[src/verilog/exec_pkg.sv]
package exec_pkg;

   typedef logic [31:0] word_t;
   typedef logic [4:0]  reg_addr_t;

   // Unlisted codes are no-ops and write nothing
   typedef enum logic [3:0] {
      OP_ADD  = 4'h0,
      OP_SUB  = 4'h1,
      OP_AND  = 4'h2,
      OP_OR   = 4'h3,
      OP_XOR  = 4'h4,
      OP_SLT  = 4'h5, // Signed compare
      OP_ADDI = 4'h6,
      OP_MUL  = 4'h7
   } op_t;

   // Layout of the APB write data at ISSUE_ADDR
   typedef struct packed {
      op_t              op;
      reg_addr_t        rd;
      reg_addr_t        rs1;
      reg_addr_t        rs2;
      logic signed [12:0] imm; // OP_ADDI only
   } instr_t;

   // Resolved operands with b holding the immediate for OP_ADDI
   typedef struct packed {
      logic      valid;
      op_t       op;
      reg_addr_t rd;
      word_t     a;
      word_t     b;
   } issue_t;

   typedef struct packed {
      logic      valid;
      reg_addr_t dst;
      word_t     data;
   } wb_t;

   // APB address map
   localparam int APB_AW = 12;
   localparam logic [APB_AW-1:0] ISSUE_ADDR = 12'h000;
   localparam logic [APB_AW-1:0] REG_BASE   = 12'h400; // r at REG_BASE + 4*r

endpackage

[src/verilog/apb_issue_ctrl.sv]
`timescale 1ns/1ps

module apb_issue_ctrl import exec_pkg::*; (
   input  logic              clk,
   input  logic              if_id_reset,
   input  logic              psel,
   input  logic              penable,
   input  logic              pwrite,
   input  logic [APB_AW-1:0] paddr,
   input  word_t             pwdata,
   output word_t             prdata,
   output logic              pready,
   output logic              pslverr,
   output reg_addr_t         rs1_addr,
   output reg_addr_t         rs2_addr,
   output reg_addr_t         dbg_addr,
   input  word_t             rs1_data,
   input  word_t             rs2_data,
   input  word_t             dbg_data,
   input  logic [31:0]       pending,
   input  logic              wb_next,
   output issue_t            issue
);

   typedef enum logic [1:0] {
      IDLE,
      ACCESS,
      STALL
   } state_t;

   state_t state_q;
   state_t state_d;
   instr_t instr;
   logic   in_access;
   logic   is_issue;
   logic   in_window;
   logic   wr_hazard;
   logic   rd_hazard;
   logic   stall;

   assign instr = instr_t'(pwdata);

   // Address decode
   assign is_issue  = (paddr == ISSUE_ADDR);
   assign in_window = (paddr[APB_AW-1:7] == REG_BASE[APB_AW-1:7]) && (paddr[1:0] == 2'b00);

   assign rs1_addr = instr.rs1;
   assign rs2_addr = instr.rs2;
   assign dbg_addr = paddr[6:2];

   // pending[0] is never set, so r0 needs no special case here
   assign wr_hazard = pending[instr.rd] | pending[instr.rs1] | pending[instr.rs2]
                      | ((instr.op != OP_MUL) & wb_next); // ALU result would meet mul_wb
   assign rd_hazard = pending[dbg_addr];

   assign stall = pwrite ? (is_issue & wr_hazard) : (in_window & rd_hazard);

   assign in_access = (state_q != IDLE) && psel && penable;
   assign pready    = in_access && !stall;
   assign pslverr   = pready && (pwrite ? !is_issue : !in_window);
   assign prdata    = (pready && !pwrite && in_window) ? dbg_data : '0;

   always_comb begin
      issue.valid = pready && pwrite && is_issue; // Exactly the completing cycle
      issue.op    = instr.op;
      issue.rd    = instr.rd;
      issue.a     = rs1_data;
      if (instr.op == OP_ADDI) begin
         issue.b = {{19{instr.imm[12]}}, instr.imm};
      end else begin
         issue.b = rs2_data;
      end
   end

   // APB phase tracking
   always_comb begin
      state_d = state_q;
      case (state_q)
         IDLE: begin
            if (psel && !penable) state_d = ACCESS; // Setup phase seen
         end
         ACCESS, STALL: begin
            if (pready || !psel) state_d = IDLE;
            else                 state_d = STALL;
         end
         default: state_d = IDLE;
      endcase
   end

   always_ff @(posedge clk) begin
      if (if_id_reset) begin
         state_q <= IDLE;
      end else begin
         state_q <= state_d;
      end
   end

   // Master must hold the transfer while we stall it
   a_stall_stable: assert property (@(posedge clk) disable iff (if_id_reset)
      (state_q == STALL) |-> $stable(paddr) && $stable(pwrite) && $stable(pwdata));

   a_penable_psel: assert property (@(posedge clk) disable iff (if_id_reset)
      $rose(penable) |-> psel);

endmodule

[src/verilog/regfile.sv]
`timescale 1ns/1ps

module regfile import exec_pkg::*; (
   input  logic      clk,
   input  logic      if_id_reset,
   input  reg_addr_t rs1_addr,
   input  reg_addr_t rs2_addr,
   input  reg_addr_t dbg_addr,
   output word_t     rs1_data,
   output word_t     rs2_data,
   output word_t     dbg_data,
   input  wb_t       alu_wb,
   input  wb_t       mul_wb
);

   word_t regs [32];
   wb_t   wr;

   // The two sources are kept apart by the issue stall
   assign wr = alu_wb.valid ? alu_wb : mul_wb;

   always_ff @(posedge clk) begin
      if (if_id_reset) begin
         for (int i = 0; i < 32; i++) begin
            regs[i] <= '0;
         end
      end else if (wr.valid && (wr.dst != '0)) begin
         regs[wr.dst] <= wr.data;
      end
   end

   // r0 hardwired to zero
   assign rs1_data = (rs1_addr == '0) ? '0 : regs[rs1_addr];
   assign rs2_data = (rs2_addr == '0) ? '0 : regs[rs2_addr];
   assign dbg_data = (dbg_addr == '0) ? '0 : regs[dbg_addr];

   a_single_writer: assert property (@(posedge clk) disable iff (if_id_reset)
      !(alu_wb.valid && mul_wb.valid));

endmodule

[src/verilog/alu_stage.sv]
`timescale 1ns/1ps

module alu_stage import exec_pkg::*; (
   input  logic   clk,
   input  logic   if_id_reset,
   input  issue_t issue,
   output wb_t    alu_wb
);

   word_t result;
   logic  known;

   always_comb begin
      known  = 1'b1;
      result = '0;
      case (issue.op)
         OP_ADD,
         OP_ADDI: result = issue.a + issue.b; // b is the immediate for ADDI
         OP_SUB:  result = issue.a - issue.b;
         OP_AND:  result = issue.a & issue.b;
         OP_OR:   result = issue.a | issue.b;
         OP_XOR:  result = issue.a ^ issue.b;
         OP_SLT:  result = {31'b0, $signed(issue.a) < $signed(issue.b)};
         default: known  = 1'b0; // OP_MUL and unknown codes
      endcase
   end

   always_ff @(posedge clk) begin
      if (if_id_reset) begin
         alu_wb.valid <= 1'b0;
      end else begin
         alu_wb.valid <= issue.valid && known;
      end
      alu_wb.dst  <= issue.rd;
      alu_wb.data <= result;
   end

endmodule

[src/verilog/mult_pipe.sv]
`timescale 1ns/1ps

module mult_pipe import exec_pkg::*; #(
   parameter int STAGES = 5 // 2 or more
) (
   input  logic        clk,
   input  logic        if_id_reset,
   input  issue_t      issue,
   output wb_t         mul_wb,
   output logic [31:0] pending,
   output logic        wb_next
);

   wb_t [STAGES-1:0] stage_q;

   always_ff @(posedge clk) begin
      // Low half of the product is all that is kept
      stage_q[0].dst  <= issue.rd;
      stage_q[0].data <= issue.a * issue.b;
      for (int i = 1; i < STAGES; i++) begin
         stage_q[i].dst  <= stage_q[i-1].dst;
         stage_q[i].data <= stage_q[i-1].data;
      end
      if (if_id_reset) begin
         for (int i = 0; i < STAGES; i++) begin
            stage_q[i].valid <= 1'b0;
         end
      end else begin
         stage_q[0].valid <= issue.valid && (issue.op == OP_MUL);
         for (int i = 1; i < STAGES; i++) begin
            stage_q[i].valid <= stage_q[i-1].valid;
         end
      end
   end

   // Destinations still to be written, last stage included
   always_comb begin
      pending = '0;
      for (int i = 0; i < STAGES; i++) begin
         if (stage_q[i].valid) pending[stage_q[i].dst] = 1'b1;
      end
      pending[0] = 1'b0; // r0 is never a hazard
   end

   assign wb_next = stage_q[STAGES-2].valid; // mul_wb on the next edge
   assign mul_wb  = stage_q[STAGES-1];

   // Issue side must have held off any instruction touching an in-flight rd
   a_no_pending_rd: assert property (@(posedge clk) disable iff (if_id_reset)
      issue.valid |-> !pending[issue.rd]);

endmodule

[src/verilog/exec_core.sv]
`timescale 1ns/1ps

module exec_core import exec_pkg::*; #(
   parameter int STAGES = 5
) (
   input  logic              clk,
   input  logic              if_id_reset,
   input  logic              psel,
   input  logic              penable,
   input  logic              pwrite,
   input  logic [APB_AW-1:0] paddr,
   input  word_t             pwdata,
   output word_t             prdata,
   output logic              pready,
   output logic              pslverr
);

   reg_addr_t   rs1_addr;
   reg_addr_t   rs2_addr;
   reg_addr_t   dbg_addr;
   word_t       rs1_data;
   word_t       rs2_data;
   word_t       dbg_data;
   logic [31:0] pending;
   logic        wb_next;
   issue_t      issue;
   wb_t         alu_wb;
   wb_t         mul_wb;

   apb_issue_ctrl apb_issue_ctrl_i (
      .clk         (clk),
      .if_id_reset (if_id_reset),
      .psel        (psel),
      .penable     (penable),
      .pwrite      (pwrite),
      .paddr       (paddr),
      .pwdata      (pwdata),
      .prdata      (prdata),
      .pready      (pready),
      .pslverr     (pslverr),
      .rs1_addr    (rs1_addr),
      .rs2_addr    (rs2_addr),
      .dbg_addr    (dbg_addr),
      .rs1_data    (rs1_data),
      .rs2_data    (rs2_data),
      .dbg_data    (dbg_data),
      .pending     (pending),
      .wb_next     (wb_next),
      .issue       (issue)
   );

   regfile regfile_i (
      .clk         (clk),
      .if_id_reset (if_id_reset),
      .rs1_addr    (rs1_addr),
      .rs2_addr    (rs2_addr),
      .dbg_addr    (dbg_addr),
      .rs1_data    (rs1_data),
      .rs2_data    (rs2_data),
      .dbg_data    (dbg_data),
      .alu_wb      (alu_wb),
      .mul_wb      (mul_wb)
   );

   alu_stage alu_stage_i (
      .clk         (clk),
      .if_id_reset (if_id_reset),
      .issue       (issue),
      .alu_wb      (alu_wb)
   );

   mult_pipe #(
      .STAGES (STAGES)
   ) mult_pipe_i (
      .clk         (clk),
      .if_id_reset (if_id_reset),
      .issue       (issue),
      .mul_wb      (mul_wb),
      .pending     (pending),
      .wb_next     (wb_next)
   );

endmodule

[config.mk]
export PLATFORM = sky130hd
export DESIGN_NAME = exec_core
export DESIGN_NICKNAME = d
export VERILOG_FILES = /design/src/verilog/exec_pkg.sv /design/src/verilog/apb_issue_ctrl.sv /design/src/verilog/regfile.sv /design/src/verilog/alu_stage.sv /design/src/verilog/mult_pipe.sv /design/src/verilog/exec_core.sv
export SDC_FILE = /design/constraint.sdc
export NUM_CORES = 2
export LEC_CHECK = 0
export ABC_AREA = 0
export BUFFER_PORTS_ARGS = -buffer_cell sky130_fd_sc_hd__buf_4
export CORE_MARGIN = 10
export CORE_UTILIZATION = 37
export CTS_CLUSTER_DIAMETER = 100
export CTS_CLUSTER_SIZE = 8
export DETAILED_ROUTE_END_ITERATION = 10
export PLACE_DENSITY_LB_ADDON = 0.05
export SYNTH_ARGS = -nofsm -noshare
export SYNTH_HDL_FRONTEND = slang
export SYNTH_SLANG_ARGS = --single-unit
[constraint.sdc]
create_clock -name clk -period 10.5 [get_ports clk]
set_input_delay 0 -clock clk [delete_from_list [all_inputs] [get_ports clk]]
set_output_delay 0 -clock clk [all_outputs]
set_load 0.1 [all_outputs]
* Word-level counts from Yosys, hierarchy flattened
Memory sizes are Yosys's and may differ from the RTL's.
Cells that the tools add are included.
W data, S select, Z words.
** Word-level totals
- Register bits after elaboration :: 225
- RAM bits :: 1024
- Input bits :: 49
- Memories kept :: 1
** Memories
- regfile_i.regs :: depth 32, bits a word 32, read ports 3, clocked after memory_dff 0, wr ports 32, RTL line regfile.sv:16 : word_t regs [32];
** Cells by class
- $add $sub $neg :: 2
- Multipliers :: 1
- Magnitude comparators :: 15
- Equal/unequal tests :: 12
- Multiplexer cells :: 44
- Bitwise operators :: 13
- Reductions and logical operators :: 38
** Operators by type and width (count)
- $mux W32 :: 11
- $pmux W32 S6 :: 1
- $or A32 B32 Y32 :: 5
- $lt A5 B6 Y1 const B :: 9
- $mux W38 :: 1
- $add A32 B32 Y32 :: 1
- $and A32 B32 Y32 :: 1
- $lt A32 B32 Y1 :: 1
- $mul A32 B32 Y32 :: 1
- $reduce_or A32 Y1 :: 1
- $sub A32 B32 Y32 :: 1
- $xor A32 B32 Y32 :: 1
- $demux W1 S5 :: 5
- $ge A5 B1 Y1 const B :: 5
- $bmux W1 S5 :: 4
- $logic_and A1 B1 Y1 :: 18
- $mux W1 :: 18
- $eq A4 B3 Y1 const B :: 4
- $logic_not A5 Y1 :: 3
- $logic_not A12 Y1 :: 1
- $eq A4 B2 Y1 const B :: 2
- $reduce_or A7 Y1 :: 1
- $logic_not A1 Y1 :: 6
- $eq A5 B4 Y1 const B :: 1
- other kinds (16) :: 23

* Longest topological paths before layout
- Depth in word-level cells :: 25
- Mapped depth :: 43
- Mapped depth without buffers :: 36

* Modules after synthesis
From an unflattened synthesis, not the netlist that was laid out.
** Second synthesis, totals
- Cells, all modules :: 7811
- Area total of the unflattened synthesis :: 91021.0 um^2
** By module, submodules not included
- regfile :: times used 1, cells an instance 4408, area an instance 61230.0 um^2, seq. area each 30749.5 um^2
- mult_pipe :: times used 1, cells an instance 2229, area an instance 21184.1 um^2, seq. area each 3803.6 um^2
- alu_stage :: times used 1, cells an instance 798, area an instance 5816.8 um^2, seq. area each 760.7 um^2
- apb_issue_ctrl :: times used 1, cells an instance 376, area an instance 2790.2 um^2, seq. area each 40.0 um^2

* Worst setup path before layout
OpenSTA, ideal clock, no wires.
- Path kind :: input-to-reg
- Start point :: input pwdata[13]
- End point :: register mult_pipe_i.stage_q[31] in the netlist's numbering
- Setup time :: 0.120 ns
- Data arrival time :: 8.816 ns
- Required time :: 10.380 ns
- Setup slack :: 1.564 ns
- Cell stages on the path :: 38
- Cells stage by stage :: buf_6 buf_6 buf_4 buf_6 buf_6 mux4_2 mux2_2 a21oi_1 nand3_1 o21ai_1 clkbuf_1 clkbuf_1 nor2_1 fa_1 inv_1 fa_1 fa_1 fa_1 (+2 left out) inv_1 fa_1 inv_1 fa_1 fa_1 ha_1 a21oi_1 nand2_1 a211oi_1 o21ai_0 nand2_1 o211ai_1 o221a_2 a41oi_1 a21bo_2 o21ai_0 a21oi_1 xnor2_1
** On the way
- Cells in the longest elaborated chain, start to end :: 4
- Elaborated cells on any way between the ends :: 5
** RTL lines
- from (decl) :: RTL line exec_core.sv:12 : input word_t pwdata,
- $mem_v2 Z32 W32 / $logic_not A5 Y1 (equally long branches)
- $mux W32 * :: RTL line regfile.sv:34 : assign rs2_data = (rs2_addr == '0) ? '0 : regs[rs2_addr];
- $mux W32 * :: RTL line apb_issue_ctrl.sv:68 : if (instr.op == OP_ADDI) begin
- $mul A32 B32 Y32 * :: RTL line mult_pipe.sv:19 : stage_q[0].data <= issue.a * issue.b;
- to (decl) :: RTL line mult_pipe.sv:14 : wb_t [STAGES-1:0] stage_q;
Mark *: on every way between the ends. The rest lies on a longest branch, timed or not.
A chain may end at the register's enable or synchronous reset.

==> reports/results.txt <==
TritonCTS built the clock tree. From left edge to right edge, the die measures 506 um. The number of global-route vias before repair is 66200. The depth of the most critical reg-to-reg path works out to 30.

Row generation in the floorplan step produced 178 rows. CTS placed an instance of sky130_fd_sc_hd__clkbuf_16 at the clock tree root. The run gives 0 as the number of setup buffers added after CTS. The most frequently used flop master after synthesis was sky130_fd_sc_hd__edfxtp_1. The slowest stage of the critical path is the sky130_fd_sc_hd__o21ai_0 cell. The run gives 7936 as the final layout net count. Setup repair after global routing left no endpoint under its margin. For the multi-input combinational cell area, the log shows 48000 um^2.

The tools report the source of the worst register-to-register timing path as regfile_i.regs[27][5]. The highest fanout seen on the critical path is 18. The die is 506 um tall. For the detailed-route DRC error count, the log shows 0. Dividing the detail-routed wire length by the instance count gives 39.5 um. Clock tree synthesis inserted a total of 178 buffers. The sequential fraction of design power is 0.205. The floorplan die area is 256000 um^2, and the internal power is 17.1 mW. The worst hold path terminates at alu_stage_i.alu_wb[2]. The logs give 0 for the overall overflow remaining after global route and 103 for the count of different cell masters after synthesis. The slew at the pin closest to its max-slew limit is 1.40 ns, and the insertion delay of the later-clocked pin in the worst-skew pair is 0.86 ns.

In this run, synthesis inferred 1023 flip-flops with an integrated enable. The core occupancy in the finished layout was 0.418; the average cell area after synthesis was 12.2 um^2. The run finished with clean final reports.

Summed over all nets, the switching power comes to 14.2 mW. The global-route wire length before repair came out at 565000 um. Overall power consumption after layout is estimated at 31.3 mW. The longest clock path from root to sink contains 3 buffers.

Synthesis produced 7170 cells. Hold repair after CTS inserted 24 buffers. Summed negative setup slack over all endpoints: 0 ns. The total area inside the core boundary comes to 235000 um^2.

The tools report the power share of the combinational group as 0.619. The critical path is of the reg -> reg type. Fraction of power consumed by the clock network: 0.176. The smallest clock period supported by the final layout is computed as 9.79 ns. The routed layout has 67100 vias. The max-slew headroom at the worst pin is 0.0686, and the clock transition at the registers of the reported paths is 0.06 ns.

The worst hold path passes through 5 cells. The pin count of the biggest net entering global routing is 136, and the half-perimeter wire length after detailed placement is 272000 um. For the clock tree skew after final layout, the log shows 0.0744 ns. The worst setup path is captured at a flip-flop. The clock net in this run drives a total of 1248 sinks. STA puts the critical path data arrival time at 10.48 ns. Pin placement for this block handled 83 I/O pins. The tool flagged a number of max-cap violations equal to 0. The capture instance of the worst register-to-register path was mult_pipe_i.stage_q[30]. The max-slew violation count was 0; the required time at the endpoint of the critical path was 11.19 ns. The largest single stage delay on the critical path is 0.72 ns. The all-layer global routing usage came out at 0.316. For the worst ir drop on vdd, the log shows 0.00148 V.

The portion of the clock cycle consumed by the worst path in the final layout came out at 0.932. The proportion of synthesized flip-flops having asynchronous set or reset was 0; the total wire length after detailed routing was 414000 um. The number of gates resized after CTS was 0.

The number of antenna violations at the first check in global routing was 26. The tools report the register area share after synthesis as 0.403. The worst register-to-register path has a setup slack of 0.71 ns.

The startpoint identified for the worst hold timing path is pwdata[2]. The count of H-tree levels built during CTS is 4, and the antenna violation net count after detailed routing is 0. Count of yosys warnings during synthesis: 0.

For the number of DRC markers in iteration 0, the log shows 9518. Setup violations remaining at the end of the flow were counted as 0. For this run, the top clock speed supported by timing is 0.102 GHz. The startpoint class of the critical path was a flip-flop.

Detail-routed via count per cell: 6.40. Counting the fill cells in the layout gives 22200. The min-delay analysis places its worst path in the category in -> reg.

The area added between synthesis and finish is 12.4%. The first detailed-routing pass took 6 iterations. The fraction of power spent switching nets was 0.454; the quantity of I/O buffers inserted on ports was 82. The share of cells above drive strength 1 was 0.228; the power density relative to cell area was 319 nW/um^2. Counting flops and latches in the post-synthesis netlist gives 1248.

The run gives 0 as the final number of hold-violating endpoints. Across the whole layout, storage elements account for 35200 um^2. The starting density of the core is 0.372.

The final RePlAce weighted congestion came out at 0.911. Summing every instance area after synthesis gives 87400 um^2. The static leakage is 37.4 nW.
-- cell usage after synthesis, drive strengths merged, types with 13 or more instances --
cell type / n / area, um^2
xnor2: 61 / 549
a221oi: 40 / 357
a22o: 22 / 193
fa: 410 / 8210
a21o: 39 / 293
mux2i: 198 / 2000
ha: 221 / 2770
o211ai: 34 / 255
a211oi: 21 / 163
nand2b: 65 / 407
o221ai: 28 / 245
mux4: 828 / 18700
buf: 193 / 1340
clkbuf: 391 / 1470
a31oi: 13 / 81.3
nor2: 1481 / 5570
nand2: 432 / 1620
o21bai: 23 / 173
dfxtp: 225 / 4500
edfxtp: 1023 / 30700
a22oi: 84 / 649
inv: 580 / 2180
mux2: 37 / 420
nor3: 67 / 340
o21ai: 108 / 548
o22ai: 104 / 651
clkinv: 14 / 52.6
a21oi: 137 / 716
or2: 16 / 100
nand3: 43 / 220
nor2b: 39 / 244
-- power groups by stage --
stage / Sequential (mW) / Combinational, mW / Clock (mW)
6_report: 6.42 / 19.4 / 5.52
5_1_grt: 6.46 / 21.7 / 5.77
3_3_place_gp: 6.52 / 19.4 / 0
4_1_cts: 6.43 / 19.5 / 5.58
2_1_floorplan: 6.30 / 13.5 / 0
3_5_place_dp: 6.52 / 19.3 / 0
-- sequential cells by signal, indices dropped and copies added (netlist names) --
signal,flops
alu_stage_i.alu_wb,33
regfile_i.regs,1023
mult_pipe_i.stage_q,151
mult_pipe_i.wb_next,1
apb_issue_ctrl_i.state_q,2
mult_pipe_i.mul_wb,38
-- cell families (layout without fill, tap and decap cells) --
family,count (synthesis),count (layout),share of synthesized area
AO/OA/AOI/OAI,740,740,0.0591
XOR/XNOR,77,77,0.00852
adder cells (fa/ha/maj),631,631,0.126
buffers and inverters,1178,1296,0.0577
flip-flops,1248,1248,0.403
multiplexers,1063,1063,0.242
other,1,46,0.0000429
AND/OR/NAND/NOR,2232,2232,0.105
-- metrics by stage --
| step | setup WS, ns | area, um^2 | instances | hold WS, ns |
|---|---|---|---|---|
| after floorplan | 1.56 | 87500 | 7200 | 0.0277 |
| after global placement | 0.582 | 93000 | 10200 | 0.133 |
| after detailed placement | 0.565 | 93000 | 10200 | 0.133 |
| after CTS | 0.835 | 98300 | 10500 | 0.0582 |
| after global routing | 0.296 | 98300 | 10500 | 0.0917 |
| final | 0.713 | 98300 | 10500 | 0.0903 |
-- layout by cell type, fill, tap and decap left out, drive strengths merged, types with 23 or more instances in the layout --
master,count
ha,221
a21o,39
fa,410
nor2b,39
o221ai,28
o211ai,34
dfxtp,225
nor2,1481
conb,31
clkinv,24
mux2i,198
o21bai,23
inv,586
nand2,432
o22ai,104
nor3,67
edfxtp,1023
dlygate4sd3,24
buf,436
mux4,828
a21oi,137
a221oi,40
mux2,37
a22oi,84
nand3,43
xnor2,61
clkbuf,221
o21ai,108
nand2b,65
-- worst max-delay path, delay by kind of cell (launching register included) --
kind | cells | cell delay [ns]
fa+ha+maj | 10 | 4.09
buf+inv | 7 | 1.03
compound gates | 7 | 2.27
mux | 2 | 1.14
simple gates | 4 | 0.70
flops | 1 | 0.41
-- routing by layer --
layer,track usage,share of wire
met4,0.153,0.059
met3,0.0834,0.11
met5,0.000926,0.00041
met1,0.423,0.39
met2,0.477,0.44
-- how the worst max path moves through the flow --
stage	start	endpoint	slack (ns)	cells past startpoint
floorplan	pwdata[13]	mult_pipe_i.stage_q[31]	1.56	38
global placement	pwdata[13]	mult_pipe_i.stage_q[31]	0.58	35
detailed placement	pwdata[13]	mult_pipe_i.stage_q[31]	0.57	35
CTS	regfile_i.regs[27][5]	mult_pipe_i.stage_q[31]	0.83	32
global route	regfile_i.regs[27][5]	mult_pipe_i.stage_q[31]	0.30	32
finish	regfile_i.regs[27][5]	mult_pipe_i.stage_q[30]	0.71	30
-- layout make-up --
type                    instances  share of cell area
diodes                         15            0.000382
clock buffers                 221              0.0474
clock inverters                21             0.00392
inverters                     594              0.0227
multi-input cells            4774               0.489
flip-flops and latches       1248               0.358
well taps                    3150              0.0401
repair buffers                460              0.0385
Note: power is estimated with default switching activity, not from simulation.
